<file path="src/source/cache_config.svh">
`ifndef CACHE_CONFIG_SVH
`define CACHE_CONFIG_SVH

// Address split of a 32-bit byte address
`define CACHE_OFFSET_BITS 5
`define CACHE_INDEX_BITS  3
`define CACHE_TAG_BITS    (32 - `CACHE_OFFSET_BITS - `CACHE_INDEX_BITS)

// Two ways per set
`define CACHE_WAYS 2

// 32-byte line
`define CACHE_LINE_BITS 256

`endif

</file>
<file path="src/source/cache_pkg.sv">
`include "cache_config.svh"

package cache_pkg;

    // One cache line as exchanged with memory
    typedef logic [`CACHE_LINE_BITS-1:0] line_t;

    // Core side request, 70 bits
    typedef struct packed {
        logic        read;
        logic        write;
        logic [31:0] addr;
        logic [3:0]  byte_en;
        logic [31:0] wdata;
    } word_req_t;

    // Line request towards the memory port
    typedef struct packed {
        logic        read;
        logic        write;
        logic [31:0] addr;     // Line aligned
        line_t       wdata;
    } line_req_t;

    // Context kept by a word lane for the request in flight
    typedef struct packed {
        logic [`CACHE_OFFSET_BITS-3:0] offset;   // Word within the line
        logic                          write;
        logic [3:0]                    byte_en;
        logic [31:0]                   wdata;
    } lane_ctx_t;

endpackage

</file>
<file path="src/source/cache_arbiter.sv">
`timescale 1ns/10ps

module cache_arbiter import cache_pkg::*; (
    input  logic        clk,
    input  logic        arst_n,
    input  line_req_t   d_req,
    input  line_req_t   i_req,
    output logic        d_resp,
    output logic        i_resp,
    output line_t       line_rdata,
    output logic        pmem_read,
    output logic        pmem_write,
    output logic [31:0] pmem_address,
    output line_t       pmem_wdata,
    input  logic        pmem_resp,
    input  line_t       pmem_rdata
);

    typedef enum logic [1:0] {
        ARB_IDLE,
        ARB_DATA,
        ARB_INST
    } grant_t;

    grant_t    state;
    logic      d_pending;
    logic      i_pending;
    line_req_t sel_req;
    logic      line_valid;    // Registered line waiting for its cache

    assign d_pending = d_req.read || d_req.write;
    assign i_pending = i_req.read || i_req.write;
    assign sel_req   = d_pending ? d_req : i_req;   // Data first

    assign d_resp = (state == ARB_DATA) && line_valid;
    assign i_resp = (state == ARB_INST) && line_valid;

    always_ff @(posedge clk or negedge arst_n) begin
        if (!arst_n) begin
            state      <= ARB_IDLE;
            pmem_read  <= 1'b0;
            pmem_write <= 1'b0;
            line_valid <= 1'b0;
        end else begin
            case (state)
                ARB_IDLE: begin
                    if (d_pending || i_pending) begin
                        state      <= d_pending ? ARB_DATA : ARB_INST;
                        pmem_read  <= sel_req.read;
                        pmem_write <= sel_req.write;
                    end
                end
                ARB_DATA, ARB_INST: begin
                    if (pmem_resp) begin
                        pmem_read  <= 1'b0;
                        pmem_write <= 1'b0;
                        line_valid <= 1'b1;
                    end else if (line_valid) begin
                        // Grant ends with the line_resp pulse
                        line_valid <= 1'b0;
                        state      <= ARB_IDLE;
                    end
                end
                default: state <= ARB_IDLE;
            endcase
        end
    end

    // Address and data freeze once granted
    always_ff @(posedge clk) begin
        if (state == ARB_IDLE) begin
            pmem_address <= sel_req.addr;
            pmem_wdata   <= sel_req.wdata;
        end
        if (pmem_resp) begin
            line_rdata <= pmem_rdata;
        end
    end

endmodule

</file>
<file path="config.mk">
export PLATFORM = sky130hd
export DESIGN_NAME = cache_arbiter
export DESIGN_NICKNAME = d
export VERILOG_FILES = /design/src/source/cache_pkg.sv /design/src/source/cache_arbiter.sv
export VERILOG_INCLUDE_DIRS = /design/src /design/src/source
export SDC_FILE = /design/constraint.sdc
export NUM_CORES = 1
export LEC_CHECK = 0
export ABC_AREA = 1
export BUFFER_PORTS_ARGS = -buffer_cell sky130_fd_sc_hd__buf_2
export CAP_MARGIN = 20
export CORE_AREA = 2 2 532 534
export DETAILED_ROUTE_END_ITERATION = 12
export DIE_AREA = 0 0 534 536
export PLACE_DENSITY = 0.3
export REMOVE_ABC_BUFFERS = 1
export SLEW_MARGIN = 30
export SYNTH_ARGS = -nofsm -noshare
export SYNTH_HDL_FRONTEND = slang
export SYNTH_SLANG_ARGS = --single-unit
</file>
<file path="constraint.sdc">
create_clock -name clk -period 20.4 [get_ports clk]
set_input_delay 4.08 -clock clk [delete_from_list [all_inputs] [get_ports clk]]
set_output_delay 4.08 -clock clk [all_outputs]
set_load 0.005 [all_outputs]
</file>
==> results of run 1 <==
==> power by group <==
part           internal (mW)  switching [mW]  leakage [nW]
Combinational          0.279           0.702          8.20
Clock                  0.841           0.591          1.26
Sequential              1.65           0.138          5.44
==> Yosys cell counts <==
cell	instances
nor2_2	1
nand2_1	879
clkbuf_1	16
inv_2	1
edfxtp_1	544
dfrtp_1	5
nor2_1	2
buf_2	22
ha_1	3
buf_1	1
inv_1	8
a21oi_1	2
nand3_1	5
o21ai_0	3
buf_6	12
buf_4	13
==> worst register-to-register path, cell delays in order, from the launching register on <==
cell	delay (ps)
dfrtp_1	400
inv_1	130
ha_4	150
buf_4	680
buf_12	630
buf_4	950
==> state kept, by name, indices dropped and copies added (netlist names) <==
signal,count
pmem_address,32
state,2
pmem_write,1
pmem_read,1
line_valid,1
pmem_wdata,256
line_rdata,256
==> stage by stage <==
stage	hold slack, ps	worst slack [ps]	instance area [um2]
global route	527	13100	34400
CTS	494	13410	34300
global placement	471	12370	31700
detailed placement	478	12560	31700
finish	489	13290	34400
floorplan	467	5200	19900
==> metal layers <==
layer  global-route usage [%]  vias to the layer above  share of wire (%)
li1                         -                     7986                  -
met2                     16.6                     1176                 48
met3                     5.81                      269                 14
met4                     3.56                       18                3.9
met5                        0                        -              0.074
met1                     9.77                     8296                 35
==> layout make-up <==
cell class,count,share of cell area (%)
flip-flops and latches,549,47.9
well taps,3743,13.6
repair buffers,1400,20.6
diodes,16,0.116
clock buffers,96,6.18
multi-input cells,895,9.94
inverters,9,0.120
clock inverters,50,1.52
==> path summary, 6_finish.rpt <==
check,slack (ps),startpoint,endpoint,cells after the start
max,13290,d_req[289],pmem_wdata[90]$_DFFE_PN_,9
min,490,pmem_read$_DFFE_PN0P_,pmem_read$_DFFE_PN0P_,2
max reg2reg,16980,state[0]$_DFFE_PN0P_,pmem_wdata[113]$_DFFE_PN_,5
min reg2reg,490,pmem_read$_DFFE_PN0P_,pmem_read$_DFFE_PN0P_,2
max in group asynchronous,17150,arst_n,pmem_read$_DFFE_PN0P_,1
min in group asynchronous,3110,arst_n,pmem_write$_DFFE_PN0P_,1
==> logic make-up (layout without fill, tap and decap cells) <==
family	count (synthesis)	count (layout)	synth area share (%)
AND/OR/NAND/NOR	887	887	16.4
AO/OA/AOI/OAI	5	5	0.123
adder cells (fa/ha/maj)	3	3	0.185
flip-flops	549	549	81.1
other	0	16	0
buffers and inverters	73	1555	2.17
==> results.tsv, run 1 <==
metric	value	unit
number of synthesized register bits	549	
data required time of the critical path	21020	ps
Slowest-stage cell, CP	buf_4	
Design Power	4.20	mW
Sink Count	549	
final core utilization	12.2	%
Yosys warning count	0	
post-synth cell types	16	
Worst Setup Path Type	primary input to flop	
filler cell count	32300	
cells after synthesis	1517	
gpl congestion	0.911	
clock skew	55.3	ps
Leakage	14.9	nW
CTS tree	done	
Root Buffer	clkbuf_16	
CP max FO	88	
Worst EP arrival	7730	ps
status	finished, final reports clean	
Max transition margin	35.7	%
Cells after DPL	6596	
Non-Filler Instances	6758	
Hold Buf Count CTS	0	
Worst VDD drop	0.0000831	V
Critical Path, Cell by Cell	buf_2 -> nor2_4 -> buf_4 -> buf_4 -> buf_4 -> buf_4 -> buf_6 -> nand2_1 -> nand2_1	
Initial Utilization	7.23	%
final count of pins violating max slew	0	
Worst path max stage delay	660	ps
setup TNS	0	ps
drt pass-1 iters	5	
register area	16500	um2
register area share after synthesis	81.1	%
Tcrit/Tclk final	34.8	%
core area	281000	um2
RSZ-0062 raised after global routing	false	
Worst Max-Slew Pin Slew	964	ps
sum of buffers and inverters on the critical path	6	
Num CTS Buffers	83	
antenna-violating nets left	0	
detail-routed via count per cell	2.63	
Clock Latency Late Sink	770	ps
CP Launch Type	primary input	
hold violation count in the final report	0	
Avg WL per Cell	21.7	um
Yosys top cell by area	edfxtp_1	
vias in the first global route	18400	
Yosys top cell area share	80.5	%
detailed placer's ending HPWL	125000	um
Die ar.	286000	um2
most frequent cells in the layout	buf_2 (1385), nand2_1 (879), edfxtp_1 (544), clkbuf_16 (83)	
Residual DRC	0	
I/O pin count	1387	
initial antenna violation count	77	
cell family with most CP delay	buffers and inverters	
post-synthesis cell area	20300	um2
Area contributors post-synth	edfxtp_1 (80%), nand2_1 (16%), buf_6 (0.67%)	
CTS HTree Levels	3	
critical path endpoint category	flop	
maximum root-to-sink buffer count	4	
first-pass GRT wire length	183000	um
Total Routing Usage GR	9.75	%
clock-pin slew on the worst setup and hold paths	60	ps
DR vias	17700	
post-route minimum period	7110	ps
commonest non-fill, non-tap cell in the layout	buf_2	
Die W	534	um
largest net degree at the start of global routing	148	
die height	536	um
top achievable clock speed	141	MHz
final WL	147000	um
FP Rows	195	
cts repair resizes	0	
initial drt markers	917	
grt total ovfl	0	
layout cells sized above 1	50.8	%
most frequent CP cell	buf_4	
hold crit path type	flop to flop	
area grow syn2layout	69.3	%
area of the multi-input gates	3420	um2
Synth Area per Inst	13.4	um2
Setup Viol. Count Final	0	
P per Cell Area	122	nW/um2
post-CTS setup buffer count	0	
PortBufs	1386	
fin nets	3780	
# Max-Cap Violations	0	
Note: power is estimated with default switching activity, not from simulation.
==> run 2: changes to the inputs <==
clock period = 6.6 ns   (was 20.4 ns; I/O delays follow)
==> run 2 against run 1 <==
  * Clock-buffer cell count rose by 3
  * Total power grew to 3.1 times the previous value
  * Via count barely moved
  * Critical path depth is 4 lower
  * Combinational power rose to 3.2 times the previous value
  * Critical path type is now flop to output port
  * Highest routed layer unchanged
==> results.tsv, run 2 (synthesis gave the netlist of run 1 again) <==
metric	value	unit	change
status	finished, final reports clean		
Worst EP arrival	1800	ps	-5930 ps
final WL	149000	um	+1.7%
initial drt markers	1046		+14%
P per Cell Area	376	nW/um2	+210%
antenna-violating nets left	0		unchanged
Tcrit/Tclk final	47.2	%	
Leakage	14.9	nW	-0.31%
Final Cell Area	34200	um2	-0.42%
Sink Count	549		unchanged
core area	281000	um2	unchanged
fin nets	3782		+0.053%
CTS tree	done		
cts repair resizes	0		unchanged
# Max-Cap Violations	0		unchanged
Die ar.	286000	um2	unchanged
initial antenna violation count	78		+1.3%
r2r endpoint	pmem_wdata[34]$_DFFE_PN_		
hold crit path type	primary input to async pin		
die height	536	um	unchanged
clock-pin slew on the worst setup and hold paths	60	ps	about the same
Reg2Reg Depth	4		-1
detailed placer's ending HPWL	126000	um	+1.3%
first-pass GRT wire length	186000	um	+1.5%
Num CTS Buffers	82		-1.2%
CP max FO	3		-97%
layout cells sized above 1	50.6	%	-0.23 points
FP Rows	195		unchanged
hold violation count in the final report	0		unchanged
Root Buffer	clkbuf_16		
Clock Latency Late Sink	780	ps	about the same
Worst Setup Path Type	flop to output port		
final count of pins violating max slew	0		unchanged
detail-routed via count per cell	2.63		+0.19%
I/O pin count	1387		unchanged
Place WS	3150	ps	-9400 ps
Worst VDD drop	0.000266	V	+220%
RSZ-0062 raised after global routing	false		
Avg WL per Cell	22.1	um	+1.9%
CTS HTree Levels	3		unchanged
Residual DRC	0		unchanged
PortBufs	1386		unchanged
clock skew	57.0	ps	+1.75 ps
filler cell count	32300		+0.025%
register area	16500	um2	unchanged
setup ws final	3480	ps	-9810 ps
largest net degree at the start of global routing	130		-12%
grt total ovfl	0		unchanged
DR vias	17700		-0.0056%
data required time of the critical path	5280	ps	-15740 ps
Setup Viol. Count Final	0		unchanged
gpl congestion	0.910		-0.11%
vias in the first global route	18300		-0.54%
drt pass-1 iters	5		unchanged
post-route minimum period	3120	ps	
Total Routing Usage GR	9.91	%	+0.16 points
biggest regs	line_rdata x256, pmem_wdata x256, pmem_address x32		
Max transition margin	21.8	%	-14 points
Worst Max-Slew Pin Slew	1170	ps	+209 ps
Initial Utilization	7.23	%	unchanged
area grow syn2layout	68.6	%	
top achievable clock speed	321	MHz	
Hold Buf Count CTS	0		unchanged
CP Launch Type	flop		
r2r setup slk	4060	ps	-12920 ps
post-CTS setup buffer count	0		unchanged
reg2reg start	state[0]$_DFFE_PN0P_		
commonest non-fill, non-tap cell in the layout	buf_2		
placed instance area	31800	um2	+0.22%
most frequent cells in the layout	buf_2 (1385), nand2_1 (879), edfxtp_1 (544), clkbuf_16 (82), clkbuf_1 (17)		
area of the multi-input gates	3420	um2	unchanged
critical path endpoint category	output port		
Die W	534	um	unchanged
maximum root-to-sink buffer count	4		unchanged
-- run 2: cell types whose count changed in the layout (fill, tap and decap cells not counted), moves of 4 or more --
cell        previous run  this run
clkinvlp_4             9         5
diode_2               16         7
buf_12                 2         6
clkinv_4               7         1
clkbuf_1              13        17
-- run 2: worst max-delay path by stage --
| stage | start | end | slack (ps) | cells past startpoint |
|---|---|---|---|---|
| finish | state[1]$_DFFE_PN0P_ | d_resp | 3480 | 5 |
| global route | state[0]$_DFFE_PN0P_ | i_resp | 3270 | 5 |
| CTS | state[0]$_DFFE_PN0P_ | i_resp | 3300 | 5 |
| detailed placement | d_req[289] | pmem_wdata[242]$_DFFE_PN_ | 3150 | 7 |
| global placement | d_req[289] | state[1]$_DFFE_PN0P_ | 3110 | 8 |
| floorplan | d_req[289] | state[0]$_DFFE_PN0P_ | -5840 | 4 |
-- run 2: power by group --
group	switching [mW]	internal, mW
clock	1.79	2.44
sequential	0.400	5.10
combinational	2.25	0.897
total	4.44	8.43
-- run 2: layout make-up --
cell class              count  share of cell area, %
flip-flops and latches    549                   48.1
multi-input cells         895                   9.99
inverters                   9                  0.121
clock buffers              99                   6.18
well taps                3743                   13.7
diodes                      7                 0.0512
clock inverters            40                   1.01
repair buffers           1403                   20.9
-- run 2: per-stage QoR --
step	hold WS [ps]	std cells	setup TNS, ps	util, %	power (mW)
after global routing	277	6742	0	12.2	13.7
after global placement	470	6599	0	11.3	9.00
final	352	6745	0	12.2	12.9
after detailed placement	472	6599	0	11.3	8.95
after CTS	232	6738	0	12.2	13.4
after floorplan	467	1453	-2039250	-	5.87
-- run 2: critical path, cell delays in order (launching register included) --
cell and delay (ps):
dfrtp_1 400, inv_1 110, ha_1 150, nand2_1 40, inv_1 50, buf_2 250
-- run 2: layer usage --
layer	up-vias	GRT usage, %	part of all wire (%)
li1	7971	-	-
met1	8349	9.92	35
met2	1170	17.2	49
met3	252	5.95	14
met4	2	2.77	3.1
met5	-	0	0.0087
==> run 3: changes to the inputs <==
clock period = 3 ns   (was 6.6 ns; I/O delays follow)
==> run 3 against run 2 <==
  * Cell area is 10% higher
  * Critical path type unchanged
  * Wire length hardly changed
  * Utilization is 1.3 points higher
  * Largest cell class unchanged
  * Global-route usage hardly changed
  * Sequential cell count stayed put
  * Via count is 6.0% higher
  * Clock power is 120% higher
  * Critical path depth stayed put
  * Largest power group unchanged
==> results.tsv, run 3 (synthesis gave the netlist of run 1 again) <==
metric	value	unit	change
Final Cell Area	37800	um2	+10%
Worst path max stage delay	400	ps	about the same
layout cells sized above 1	46.6	%	-4.0 points
hold crit path type	primary input to flop		
first-pass GRT wire length	188000	um	+1.2%
Sink Count	549		unchanged
Die W	534	um	unchanged
die height	536	um	unchanged
Num CTS Buffers	82		unchanged
hold violation count in the final report	0		unchanged
CP Launch Type	flop		
initial drt markers	857		-18%
antenna-violating nets left	0		unchanged
PortBufs	1386		unchanged
area grow syn2layout	86.2	%	
Clock Latency Late Sink	780	ps	about the same
setup ws final	573	ps	-2910 ps
Worst Setup Path Type	flop to output port		
cts repair resizes	0		unchanged
Leakage	16.4	nW	+11%
RSZ-0062 raised after global routing	false		
critical path endpoint category	output port		
maximum root-to-sink buffer count	4		unchanged
placed instance area	32200	um2	+1.3%
top achievable clock speed	412	MHz	
I/O pin count	1387		unchanged
Initial Utilization	7.23	%	unchanged
detailed placer's ending HPWL	128000	um	+1.5%
Worst VDD drop	0.000502	V	+89%
status	finished, final reports clean		
gpl congestion	0.949		+4.4%
core area	281000	um2	unchanged
Place WS	782	ps	-2370 ps
final count of pins violating max slew	0		unchanged
data required time of the critical path	2400	ps	-2880 ps
Comb power frac	26.0	%	+1.5 points
Total Routing Usage GR	9.92	%	about the same
fin nets	4135		+9.3%
Flop pwr share	41.8	%	-0.9 points
Setup Viol. Count Final	0		unchanged
Worst Max-Slew Pin Slew	759	ps	-414 ps
switching share of total power	33.7	%	-0.82 points
# Max-Cap Violations	0		unchanged
Tcrit/Tclk final	80.9	%	
cell family with most CP delay	flip-flops		
clock-pin slew on the worst setup and hold paths	60	ps	about the same
Slowest-stage cell, CP	dfrtp_1		
initial antenna violation count	47		-40%
sum of buffers and inverters on the critical path	3		unchanged
final WL	149000	um	about the same
P per Cell Area	768	nW/um2	+100%
Max transition margin	49.4	%	+28 points
Critical Path, Cell by Cell	inv_1 -> ha_1 -> nand2_1 -> inv_1 -> buf_2		
drt pass-1 iters	6		+1
post-route minimum period	2430	ps	
clock power share	32.2	%	-0.6 points
Residual DRC	0		unchanged
vias in the first global route	19900		+8.9%
most frequent cells in the layout	buf_2 (1385), nand2_1 (879), edfxtp_1 (544), dlygate4sd3_1 (310), clkbuf_16 (82)		
Die ar.	286000	um2	unchanged
Worst EP arrival	1830	ps	+30 ps
Root Buffer	clkbuf_16		
CTS HTree Levels	3		unchanged
CTS tree	done		
DR vias	18800		+6.0%
detail-routed via count per cell	2.65		+0.81%
largest net degree at the start of global routing	67		-48%
clock skew	70.6	ps	+13.6 ps
grt total ovfl	0		unchanged
Avg WL per Cell	21.0	um	-5.0%
biggest regs	line_rdata x256, pmem_wdata x256, pmem_address x32		
most frequent CP cell	inv_1		
Int Pwr	19.3	mW	+130%
CP max FO	3		unchanged
FP Rows	195		unchanged
commonest non-fill, non-tap cell in the layout	buf_2		
switching pwr	9.78	mW	+120%
==> run 3: cell count changes in the layout (fill, tap and decap cells not counted), moves of 3 or more <==
cell / before / now
clkinv_2: 9 / 6
dlygate4sd3_1: 0 / 310
clkbuf_8: 0 / 3
buf_12: 6 / 14
clkbuf_1: 17 / 20
buf_4: 11 / 46
clkinv_1: 14 / 8
==> run 3: worst paths after layout <==
kind	depth (start not counted)	slack [ps]	from	to
hold / removal	1	90	pmem_rdata[14]	line_rdata[14]$_DFFE_PP_
hold reg to reg	2	490	pmem_read$_DFFE_PN0P_	pmem_read$_DFFE_PN0P_
min in group asynchronous	2	200	arst_n	pmem_read$_DFFE_PN0P_
setup reg to reg	3	1050	state[0]$_DFFE_PN0P_	pmem_wdata[108]$_DFFE_PN_
max in group asynchronous	2	2660	arst_n	state[0]$_DFFE_PN0P_
setup / recovery	5	570	state[1]$_DFFE_PN0P_	d_resp
==> run 3: power by group through the flow <==
stage                     Sequential (mW)  Clock, mW  Combinational [mW]
after floorplan                      10.5          0               0.759
after global placement               12.4          0                7.80
after detailed placement             12.4          0                7.71
after CTS                            12.3       9.83                8.11
after global routing                 12.4       10.0                8.49
final                                12.1       9.34                7.56
==> run 3: worst reg2reg max path: cells and delay by family, from the launching register on <==
kind | cells | cell delay [ps]
adder cells (fa/ha/maj) | 1 | 380
buffers and inverters | 2 | 720
flip-flops | 1 | 400
==> run 3: per-layer routing <==
layer	GRT usage (%)	vias up	part of all wire, %
met1	10.2	8785	36
met5	0	-	0.018
met2	16.8	1132	48
met4	3.64	4	3.7
met3	5.48	214	13
li1	-	8681	-
==> run 3: area by class of cell <==
cell class              count  area (um2)
clock inverters            32         338
multi-input cells         895        3420
repair buffers           1756       10700
clock buffers             105        2170
flip-flops and latches    549       16500
well taps                3743        4680
inverters                   9        41.3
fillers                 32100      243000
diodes                      6        15.0
==> run 3: timing repair <==
item                                   CTS  global route
setup endpoints to repair                0             0
hold buffers                           310             0
setup buffers                            0             0
endpoints found under the hold margin  297             0
==> run 3: stage by stage <==
step | util (%) | cells | hold slack, ps | TNS, ps | power [mW]
global placement | 11.5 | 6642 | 425 | 0 | 20.2
floorplan | - | 1453 | 304 | -3918450 | 11.2
global route | 13.5 | 7092 | 8.32 | 0 | 30.9
CTS | 13.5 | 7089 | 0.0222 | 0 | 30.2
finish | 13.5 | 7095 | 87.2 | 0 | 29.0
detailed placement | 11.5 | 6642 | 433 | 0 | 20.1
