==> src/source/cache_config.svh <==
`ifndef CACHE_CONFIG_SVH
`define CACHE_CONFIG_SVH

// Address split of a 32-bit byte address
`define CACHE_OFFSET_BITS 5
`define CACHE_INDEX_BITS  3
`define CACHE_TAG_BITS    (32 - `CACHE_OFFSET_BITS - `CACHE_INDEX_BITS)

// Two ways per set
`define CACHE_WAYS 2

// 32-byte line
`define CACHE_LINE_BITS 256

`endif

==> src/source/cache_pkg.sv <==
`include "cache_config.svh"

package cache_pkg;

    // One cache line as exchanged with memory
    typedef logic [`CACHE_LINE_BITS-1:0] line_t;

    // Core side request, 70 bits
    typedef struct packed {
        logic        read;
        logic        write;
        logic [31:0] addr;
        logic [3:0]  byte_en;
        logic [31:0] wdata;
    } word_req_t;

    // Line request towards the memory port
    typedef struct packed {
        logic        read;
        logic        write;
        logic [31:0] addr;     // Line aligned
        line_t       wdata;
    } line_req_t;

    // Context kept by a word lane for the request in flight
    typedef struct packed {
        logic [`CACHE_OFFSET_BITS-3:0] offset;   // Word within the line
        logic                          write;
        logic [3:0]                    byte_en;
        logic [31:0]                   wdata;
    } lane_ctx_t;

endpackage

==> src/source/word_lane.sv <==
`timescale 1ns/10ps
`include "cache_config.svh"

module word_lane import cache_pkg::*; (
    input  logic        clk,
    input  logic        arst_n,
    input  word_req_t   req,
    input  logic        accept,
    input  line_t       line_in,
    output logic [31:0] word_out,
    output line_t       line_out
);

    localparam int WORD_BITS = `CACHE_OFFSET_BITS - 2;
    localparam int WORDS     = `CACHE_LINE_BITS / 32;

    lane_ctx_t   ctx;
    logic [31:0] merged_word;

    // Capture context alongside the cache address register
    always_ff @(posedge clk or negedge arst_n) begin
        if (!arst_n) begin
            ctx <= '0;
        end else if (accept) begin
            ctx.offset  <= req.addr[`CACHE_OFFSET_BITS-1:2];
            ctx.write   <= req.write;
            ctx.byte_en <= req.byte_en;
            ctx.wdata   <= req.wdata;
        end
    end

    assign word_out = line_in[ctx.offset*32 +: 32];

    // Store bytes over the current word
    always_comb begin
        merged_word = word_out;
        for (int b = 0; b < 4; b++) begin
            if (ctx.byte_en[b]) begin
                merged_word[b*8 +: 8] = ctx.wdata[b*8 +: 8];
            end
        end
    end

    // Reads pass the line unchanged
    always_comb begin
        for (int w = 0; w < WORDS; w++) begin
            if (ctx.write && (ctx.offset == WORD_BITS'(w))) begin
                line_out[w*32 +: 32] = merged_word;
            end else begin
                line_out[w*32 +: 32] = line_in[w*32 +: 32];
            end
        end
    end

endmodule

==> config.mk <==
export PLATFORM = sky130hd
export DESIGN_NAME = word_lane
export DESIGN_NICKNAME = d
export VERILOG_FILES = /design/src/source/cache_pkg.sv /design/src/source/word_lane.sv
export VERILOG_INCLUDE_DIRS = /design/src /design/src/source
export SDC_FILE = /design/constraint.sdc
export NUM_CORES = 1
export LEC_CHECK = 0
export BUFFER_PORTS_ARGS = -buffer_cell sky130_fd_sc_hd__buf_4
export CORE_AREA = 2 2 243 245
export DETAILED_ROUTE_END_ITERATION = 16
export DIE_AREA = 0 0 245 247
export GPL_TIMING_DRIVEN = 0
export SYNTH_ARGS = -nofsm -noshare
export SYNTH_HDL_FRONTEND = slang
export SYNTH_SLANG_ARGS = --single-unit
==> constraint.sdc <==
create_clock -name clk -period 3.2 [get_ports clk]
set_clock_uncertainty 0.1 [all_clocks]
set_input_delay 0.64 -clock clk [delete_from_list [all_inputs] [get_ports clk]]
set_output_delay 0.64 -clock clk [all_outputs]
set_load 0.005 [all_outputs]
==> impl_metrics.py, run 1 <==
metrics = {
    "timing": {
        "slew_violations": 0,
        "finalSetupViolCount": 0,
        "timing.final.crit_period_ns": 3.192,
        "worst_pin_slew_ns": 0.8487,
        "tns_ns": 0,
        "slew_headroom_pct": 43.42,
        "hold_violations": 0,
        "fmax_mhz": 313.3,
        "layout_worst_path_cycle_share_pct": 99.76,
    },
    "clock_tree": {
        "cts_buffers": 5,
        "cts_buffer_depth": 2,
        "cts_tree": "done",
        "cts.sinks": 40,
        "clk_pin_slew_ns": 0.07,
        "cts_root_buf": "clkbuf_16",
        "postCtsHoldBufs": 0,
        "insertion_delay_ns": 0.30,
        "htreeDepth": 2,
    },
    "placed_design": {
        "dp_hpwl_um": 58660,
        "gp_congestion": 0.9462,
        "place_area_um2": 12500,
        "portBuffers": 585,
    },
    "synth": {
        "yosysWarningCount": 0,
        "synth_edf_count": 0,
        "synth_cells": 1033,
        "ys_seq_area_share_pct": 14.01,
        "syn_area_per_cell_um2": 6.916,
        "async_reset_ff_share_pct": 100.0,
        "ys_types": 40,
        "synth_area_um2": 7144,
        "ys_ff_latch": 40,
        "synth_flop_cell": "dfrtp_1",
        "syn_nets": 1362,
    },
    "finish": {
        "fin_nets": 2025,
        "multi_input_area_um2": 5906,
        "regMostFlops": "ctx",
        "largest_reg_flops": 40,
        "area_delta_synth_final_pct": 98.62,
        "stdcell_area_um2": 14190,
        "n_fill_cell": 6563,
        "drive_above_1_share_pct": 52.56,
        "layout_commonest_cell": "buf_4",
        "seq_area_um2": 1002,
        "reg.largest.list": "ctx x40",
        "utilization_pct": 24.36,
        "final_cell_mix": "buf_4 (654), nor2_1 (275), a21oi_1 (260)",
    },
    "setup_path": {
        "slowest_delay_ns": 0.40,
        "crit_top_cell": "buf_12",
        "r2r-start": "ctx[34]$_DFFE_PN0P_",
        "path_cells": "buf_12 -> buf_12 -> buf_16 -> buf_12 -> mux2i_1 -> a32oi_1 -> a32oi_2 -> buf_4 -> a21oi_1 -> buf_4",
        "worst-r2r-setup-slack_ns": 1.56,
        "start_kind": "register",
        "cpLargestDelayFamily": "buffers and inverters",
        "cp-end-kind": "output pin",
        "crit_slowest_cell": "dfrtp_1",
        "r2r-end": "ctx[34]$_DFFE_PN0P_",
        "critical_path_class": "register to output pin",
        "critical_path.startpoint": "ctx[38]$_DFFE_PN0P_",
        "cp.required_ns": 2.46,
        "critical_path.max_fanout": 10,
        "cp_num_buf_inv": 6,
        "r2r_cells": 2,
        "arrival_ns": 2.45,
    },
    "detailed_routing": {
        "drt_iter0_markers": 1223,
        "ant_nets": 0,
        "drc_errors": 0,
        "wire_per_inst_um": 31.58,
        "vias": 11958,
        "wirelength_um": 78200,
        "firstDrtPassIters": 5,
        "via_per_inst": 4.830,
    },
    "global_route": {
        "grt_pass1_wl_um": 99050,
        "grtUsageTotal_pct": 24.27,
        "grt_overflow_total": 0,
        "antenna_found_initial": 11,
        "grt_max_degree": 41,
        "first_global_vias": 11240,
    },
    "floorplanning": {
        "start_util_pct": 12.27,
        "die_w_um": 245,
        "core_area_um2": 58240,
        "die_h_um": 247,
        "rows": 89,
        "die_area_um2": 60520,
        "ios": 617,
    },
    "run": {
        "maxCapViolations": 0,
    },
    "hold_path": {
        "hold_class": "primary input to asynchronous set/reset pin",
    },
    "power_and_ir_drop": {
        "max-vdd-ir-drop_v": 0.0001854,
        "p_leak_nw": 6.459,
        "p_per_area_nw_per_um2": 327.1,
    },
    "run_status": {
        "status": "completed",
    },
}
[metrics by stage]
stage,instances,total power [mW],worst slack [ns],hold slack (ns)
after floorplan,1033,1.823,0.8713,0.2444
after global placement,2391,3.529,-0.7889,0.3923
after detailed placement,2391,3.531,-0.7875,0.3965
after CTS,2467,4.568,0.001223,0.2598
after global routing,2473,4.820,-0.001004,0.2837
final,2476,4.642,0.007810,0.2448
[cell type report]
type	count	area share [%]
multi-input cells	884	41.62
repair buffers	658	36.55
flip-flops and latches	40	7.063
well taps	773	6.816
plain buffers	95	6.322
clock buffers	5	0.8818
inverters	12	0.3439
clock inverters	3	0.2998
diodes	6	0.1058
[Yosys cell counts, types with 12 or more instances]
cell       instances  area share [%]
dfrtp_1           40              14
inv_1             12            0.63
and3_1            31             2.7
a21oi_1          265              19
clkbuf_1          33             1.7
a21oi_2           16             2.0
a32oi_2           29             6.6
buf_6             14             2.2
buf_2             34             2.4
a22oi_1           17             1.8
mux2i_1           90              13
nor2_1           275              14
mux2_2            44             6.9
nand2_1           34             1.8
a2bb2oi_1         26             3.2
[kinds of logic (layout without fill, tap and decap cells)]
group / count (synthesis) / after routing / share of synthesized area, %
other cells: 0 / 6 / 0
mux: 135 / 135 / 19.70
buf+inv: 109 / 773 / 8.161
compound gates: 386 / 386 / 36.64
flops: 40 / 40 / 14.01
simple gates: 363 / 363 / 21.49
[power by group]
part | total, mW | internal [mW] | switching, mW
logic | 3.38 | 1.56 | 1.82
clock network | 0.624 | 0.368 | 0.256
registers | 0.640 | 0.556 | 0.0849
total | 4.64 | 2.48 | 2.16
[worst max-delay path by stage]
| stage | endpoint | cells after the start |
|---|---|---|
| 2_1_floorplan | line_out[26] | 7 |
| 3_3_place_gp | line_out[185] | 8 |
| 3_5_place_dp | line_out[26] | 7 |
| 4_1_cts | line_out[67] | 8 |
| 5_1_grt | line_out[20] | 9 |
| 6_report | line_out[110] | 10 |
[timing repair]
item,CTS,global route
pin swaps,38,4
resized for setup,147,35
hold endpoints to repair,0,0
setup buffers,70,2
endpoints found under the setup margin,286,162
gates cloned,0,1
[layer usage]
layer	share of wire (%)	vias up	GRT usage, %
met3	9.4	175	5.861
met4	3.7	12	8.214
met1	43	5822	32.61
li1	-	5082	-
met2	44	867	37.74
met5	0.098	-	0
[worst register-to-register path: stages (launching register included)]
cell and delay (ns):
dfrtp_1 0.66, buf_2 0.57, mux2_2 0.25
Note: power is estimated with default switching activity, not from simulation.
==> run 2: changes to the inputs <==
--- a/config.mk
+++ b/config.mk
@@ -11,6 +11,7 @@
 export DETAILED_ROUTE_END_ITERATION = 16
 export DIE_AREA = 0 0 245 247
 export GPL_TIMING_DRIVEN = 0
+export SETUP_SLACK_MARGIN = 0.3
 export SYNTH_ARGS = -nofsm -noshare
 export SYNTH_HDL_FRONTEND = slang
 export SYNTH_SLANG_ARGS = --single-unit
==> constraint.sdc (replaced) <==
create_clock -name clk -period 2.8 [get_ports clk]
set_clock_uncertainty 0.1 [all_clocks]
set_input_delay 0.56 -clock clk [delete_from_list [all_inputs] [get_ports clk]]
set_output_delay 0.56 -clock clk [all_outputs]
set_load 0.005 [all_outputs]
==> run 2 against run 1 <==
  * The run now ends with negative setup slack left
  * Cell area up 13%
  * Sequential power up 13%
  * Largest cell class unchanged
  * Highest routed layer unchanged
  * Total power up 28%
  * Sequential share of layout area down 0.80 points
  * Wire length up 2.6%
  * Cell count up 1.4%
==> impl_metrics.py, run 2 (synthesis results as in run 1) <==
metrics = {
    "detailed_routing": {
        "drc_errors": 0,
        "wirelength_um": 80220,
        "drt_iter0_markers": 1053,
        "via_per_inst": 4.864,
        "wire_per_inst_um": 31.95,
        "vias": 12214,
        "firstDrtPassIters": 5,
        "ant_nets": 0,
    },
    "finish": {
        "largest_reg_flops": 40,
        "multi_input_area_um2": 6789,
        "seq_area_um2": 1002,
        "reg.largest.list": "ctx x40",
        "fin_nets": 2059,
        "n_fill_cell": 6393,
        "layout_commonest_cell": "buf_4",
        "area_delta_synth_final_pct": 124.1,
        "final_cells": 2511,
        "utilization_pct": 27.49,
        "regMostFlops": "ctx",
        "drive_above_1_share_pct": 61.47,
        "final_cell_mix": "buf_4 (630), nor2_1 (275), a21oi_1 (188)",
    },
    "timing": {
        "rsz0062_at_grt": "yes",
        "worst_pin_slew_ns": 0.9021,
        "slew_headroom_pct": 39.86,
        "timing.final.crit_period_ns": 3.013,
        "slew_violations": 0,
        "finalSetupViolCount": 256,
        "hold_violations": 0,
        "layout_worst_path_cycle_share_pct": 107.6,
        "layout_setup_ws_ns": -0.2126,
        "fmax_mhz": 331.9,
    },
    "hold_path": {
        "hold_class": "primary input to asynchronous set/reset pin",
    },
    "placed_design": {
        "gp_congestion": 0.9462,
        "portBuffers": 585,
        "dp_hpwl_um": 58660,
        "dp.cells": 2391,
    },
    "floorplanning": {
        "core_area_um2": 58240,
        "rows": 89,
        "die_area_um2": 60520,
        "die_h_um": 247,
        "start_util_pct": 12.27,
        "die_w_um": 245,
        "ios": 617,
    },
    "clock_tree": {
        "insertion_delay_ns": 0.30,
        "htreeDepth": 2,
        "cts_root_buf": "clkbuf_16",
        "cts_buffers": 5,
        "cts_buffer_depth": 2,
        "clk_pin_slew_ns": 0.07,
        "cts_tree": "done",
        "cts.sinks": 40,
    },
    "setup_path": {
        "arrival_ns": 2.35,
        "critical_path_class": "register to output pin",
        "r2r_cells": 4,
        "cp.required_ns": 2.14,
        "path_cells": "buf_6 -> clkinvlp_4 -> buf_8 -> o32a_1 -> a32oi_4 -> buf_12 -> a21oi_1 -> buf_4",
        "critical_path.max_fanout": 8,
        "start_kind": "register",
        "slowest_delay_ns": 0.45,
        "crit_slowest_cell": "o32a_1",
        "cp-end-kind": "output pin",
    },
    "power_and_ir_drop": {
        "p_leak_nw": 6.894,
        "max-vdd-ir-drop_v": 0.0002110,
        "p_per_area_nw_per_um2": 370.1,
    },
    "global_route": {
        "first_global_vias": 11507,
        "grt_overflow_total": 0,
        "grt_max_degree": 41,
        "antenna_found_initial": 12,
        "grtUsageTotal_pct": 24.78,
        "grt_pass1_wl_um": 101400,
    },
    "run_status": {
        "status": "finished, violations left",
        "failed_checks": "negative setup slack",
    },
    "run": {
        "maxCapViolations": 0,
    },
}
[run 2: path summary, 6_finish.rpt]
check / start / end / slack [ns]
worst max-delay path: ctx[39]$_DFFE_PN0P_ / line_out[144] / -0.21
worst min-delay path: arst_n / ctx[7]$_DFFE_PN0P_ / 0.16
worst max register to register: ctx[39]$_DFFE_PN0P_ / ctx[39]$_DFFE_PN0P_ / 1.23
worst min register to register: ctx[31]$_DFFE_PN0P_ / ctx[31]$_DFFE_PN0P_ / 0.41
max in group asynchronous: arst_n / ctx[37]$_DFFE_PN0P_ / 1.96
min in group clk: req[1] / ctx[1]$_DFFE_PN0P_ / 0.39
[run 2: routing by layer]
metal	global-route usage (%)	wire length, um
met5	0	73
met1	32.93	34770
met4	8.716	3148
met2	38.65	35580
met3	6.273	6656
[run 2: critical path, delay by kind of cell (launching register included)]
| kind | cells | cell delay [ns] |
|---|---|---|
| buffers and inverters | 5 | 0.81 |
| AOI/OAI and AO/OA | 3 | 0.80 |
| DFF | 1 | 0.41 |
[run 2: per-stage QoR]
step           power (mW)  instance area (um^2)  worst slack (ns)  setup TNS, ns  hold WS [ns]
2_1_floorplan       2.083                  7144            0.5513              0        0.1644
3_3_place_gp        4.033                 12500            -1.109        -204.05        0.3923
3_5_place_dp        4.036                 12500            -1.108        -208.40        0.3965
4_1_cts             5.634                 15210           -0.2085         -34.42        0.1798
5_1_grt             6.129                 16000           -0.2336         -45.21        0.2052
6_report            5.924                 16010           -0.2126         -29.38        0.1602
[run 2: where the power goes]
part / switching, mW / internal [mW] / leakage [nW] / total (mW)
combinational: 2.32 / 2.16 / 6.35 / 4.48
sequential: 0.0902 / 0.635 / 0.467 / 0.725
clock: 0.296 / 0.421 / 0.0798 / 0.717
[run 2: timing repair]
action | in CTS | in global routing
cloned | 5 | 4
gates resized for setup | 351 | 126
setup endpoints to repair | 288 | 288
hold buffers | 0 | 0
setup buffers | 86 | 10
pin swaps | 62 | 19
[run 2: final cells by class]
type                       instances  share of cell area (%)
buffer                            97                   7.565
multi-input combinational        884                   42.41
antenna                            7                  0.1094
sequential                        40                   6.260
clock inverter                     3                  0.2657
inverter                          12                  0.3048
clock buffer                       5                  0.7816
timing repair buffer             690                   36.26
tap                              773                   6.041
==> run 3: changes to the inputs <==
--- a/config.mk
+++ b/config.mk
@@ -6,10 +6,10 @@
 export SDC_FILE = /design/constraint.sdc
 export NUM_CORES = 1
 export LEC_CHECK = 0
-export BUFFER_PORTS_ARGS = -buffer_cell sky130_fd_sc_hd__buf_4
-export CORE_AREA = 2 2 243 245
+export CORE_AREA = 2 2 239 241
 export DETAILED_ROUTE_END_ITERATION = 16
-export DIE_AREA = 0 0 245 247
+export DIE_AREA = 0 0 241 243
+export DONT_BUFFER_PORTS = 1
 export GPL_TIMING_DRIVEN = 0
 export SETUP_SLACK_MARGIN = 0.3
 export SYNTH_ARGS = -nofsm -noshare
==> run 3 against run 2 <==
  * The flow still finishes with violations (negative setup slack)
  * Largest power group unchanged
  * Highest routed layer unchanged
  * First-iteration DRC count rose by 8.1%
  * Setup slack better by 0.085 ns
  * Sequential share of layout area rose by 1.3 points
  * Non-clock buffer count is 558 lower
  * Global-route usage increased by 0.57 points
  * Count of clock-buffer cells in the layout did not move
  * Hold slack better by 0.14 ns
  * Via count fell by 15%
  * Sequential power up 1%
  * Critical endpoint is now line_out[8]
  * Utilization decreased by 3.8 points
==> impl_metrics.py, run 3 (synthesis results as in run 1) <==
metrics = {
    "placed_design": {
        "place_ws_ns": -1.162,
        "portBuffers": 0,
        "dp_hpwl_um": 56640,
        "gp_congestion": 0.9646,
    },
    "detailed_routing": {
        "wirelength_um": 78890,
        "firstDrtPassIters": 6,
        "via_per_inst": 5.385,
        "wire_per_inst_um": 40.85,
        "drt_iter0_markers": 1138,
        "drc_errors": 0,
        "vias": 10399,
        "ant_nets": 0,
    },
    "clock_tree": {
        "htreeDepth": 2,
        "insertion_delay_ns": 0.30,
        "cts_tree": "done",
        "clk_pin_slew_ns": 0.08,
        "cts_buffers": 5,
        "cts_root_buf": "clkbuf_16",
        "cts_buffer_depth": 2,
        "cts.sinks": 40,
    },
    "run": {
        "maxCapViolations": 0,
    },
    "floorplanning": {
        "core_area_um2": 55950,
        "die_area_um2": 58560,
        "die_h_um": 243,
        "ios": 617,
        "start_util_pct": 12.77,
        "die_w_um": 241,
        "rows": 87,
    },
    "setup_path": {
        "critical_path.max_fanout": 8,
        "worst-r2r-setup-slack_ns": 1.22,
        "critical_path.startpoint": "ctx[38]$_DFFE_PN0P_",
        "crit_end": "line_out[8]",
        "r2r-end": "ctx[35]$_DFFE_PN0P_",
        "start_kind": "register",
        "r2r-start": "ctx[35]$_DFFE_PN0P_",
        "critical_path_class": "register to output pin",
        "cp.required_ns": 2.14,
        "arrival_ns": 2.27,
        "r2r_cells": 3,
        "cp-end-kind": "output pin",
    },
    "timing": {
        "rsz0062_at_grt": "yes",
        "fmax_mhz": 341.6,
        "layout_worst_path_cycle_share_pct": 104.6,
        "whs_ns": 0.2986,
        "slew_headroom_pct": 46.12,
        "timing.final.crit_period_ns": 2.928,
        "finalSetupViolCount": 221,
        "hold_violations": 0,
        "worst_pin_slew_ns": 0.8082,
        "tns_ns": -10.28,
        "layout_setup_ws_ns": -0.1278,
        "slew_violations": 0,
    },
    "global_route": {
        "use_met2_pct": 39.21,
        "top_usage_layer": "met2",
        "use_met1_pct": 32.84,
        "antenna_found_initial": 8,
        "grt_max_degree": 41,
        "grt_overflow_total": 0,
        "first_global_vias": 10078,
        "grtUsageTotal_pct": 25.36,
        "grt_pass1_wl_um": 98310,
        "use_met3_pct": 7.938,
    },
    "power_and_ir_drop": {
        "clock_power_share_pct": 13.3,
        "intPower_mw": 2.709,
        "p_per_area_nw_per_um2": 409.8,
        "power.share.switching_pct": 50.14,
        "seqPwrFrac_pct": 13.5,
        "p_comb_share_pct": 73.2,
        "p_leak_nw": 4.486,
        "max-vdd-ir-drop_v": 0.0002102,
        "p_sw_mw": 2.725,
    },
    "finish": {
        "regMostFlops": "ctx",
        "utilization_pct": 23.70,
        "layout_commonest_cell": "nor2_1",
        "fin_nets": 1501,
        "final_cell_mix": "nor2_1 (275), a21oi_2 (109), a21oi_1 (94)",
        "largest_reg_flops": 40,
        "drive_above_1_share_pct": 53.79,
        "area_delta_synth_final_pct": 85.62,
        "reg.largest.list": "ctx x40",
    },
    "run_status": {
        "failed_checks": "negative setup slack",
        "status": "finished, violations left",
    },
    "hold_path": {
        "hold_class": "primary input to register",
    },
}
-- run 3: cell count changes in the layout (fill, tap and decap cells not counted), moves of 8 or more --
cell      delta
buf_4      -572
buf_6        +9
buf_12      +10
a21oi_1     -94
mux2i_1      -8
a21oi_2     +25
a21oi_4     +69
clkbuf_4    -10
-- run 3: power groups by stage --
stage          sequential (mW)  combinational, mW  clock (mW)
2_1_floorplan            0.677               1.41           0
3_3_place_gp             0.734               2.31           0
3_5_place_dp             0.735               2.33           0
4_1_cts                  0.732               3.60       0.751
5_1_grt                  0.740               4.09       0.759
6_report                 0.734               3.98       0.724
-- run 3: worst min-delay path by stage --
stage,from,end,cells after the start
floorplan,arst_n,ctx[0]$_DFFE_PN0P_,0
global placement,arst_n,ctx[1]$_DFFE_PN0P_,0
detailed placement,arst_n,ctx[1]$_DFFE_PN0P_,0
CTS,req[68],ctx[36]$_DFFE_PN0P_,1
global route,req[1],ctx[1]$_DFFE_PN0P_,1
finish,req[15],ctx[15]$_DFFE_PN0P_,1
-- run 3: stage by stage --
stage | cell area (um^2) | instances | power [mW]
2_1_floorplan | 7144 | 1033 | 2.083
3_3_place_gp | 8090 | 1789 | 3.046
3_5_place_dp | 8105 | 1790 | 3.061
4_1_cts | 12220 | 1908 | 5.080
5_1_grt | 13260 | 1929 | 5.592
6_report | 13260 | 1931 | 5.434
-- run 3: area by class of cell --
class | instances | area (um^2)
flip-flops and latches | 40 | 1003
repair buffers | 132 | 1752
inverters | 12 | 48.80
clock buffers | 5 | 125.1
well taps | 756 | 945.9
multi-input cells | 884 | 7938
fillers | 6118 | 42690
diodes | 2 | 5.005
plain buffers | 97 | 1398
clock inverters | 3 | 46.29
-- run 3: layer usage --
metal,vias up,part of all wire [%]
li1,4044,-
met1,5063,41
met2,994,43
met3,290,11
met4,8,4.8
met5,-,0.058
-- run 3: what timing repair did --
action	4_1_cts	5_1_grt
setup endpoints to repair	288	288
gates cloned	10	3
hold buffers	2	0
gates resized for setup	573	156
pin swaps	78	28
buffers inserted	98	18
hold endpoints to repair	40	0
-- run 3: critical path, stage by stage (launching register included) --
cell,delay (ns)
dfrtp_1,0.37
buf_12,0.15
buf_6,0.15
buf_4,0.17
mux2_2,0.34
o32a_1,0.21
a32oi_4,0.27
buf_12,0.17
a21oi_1,0.12
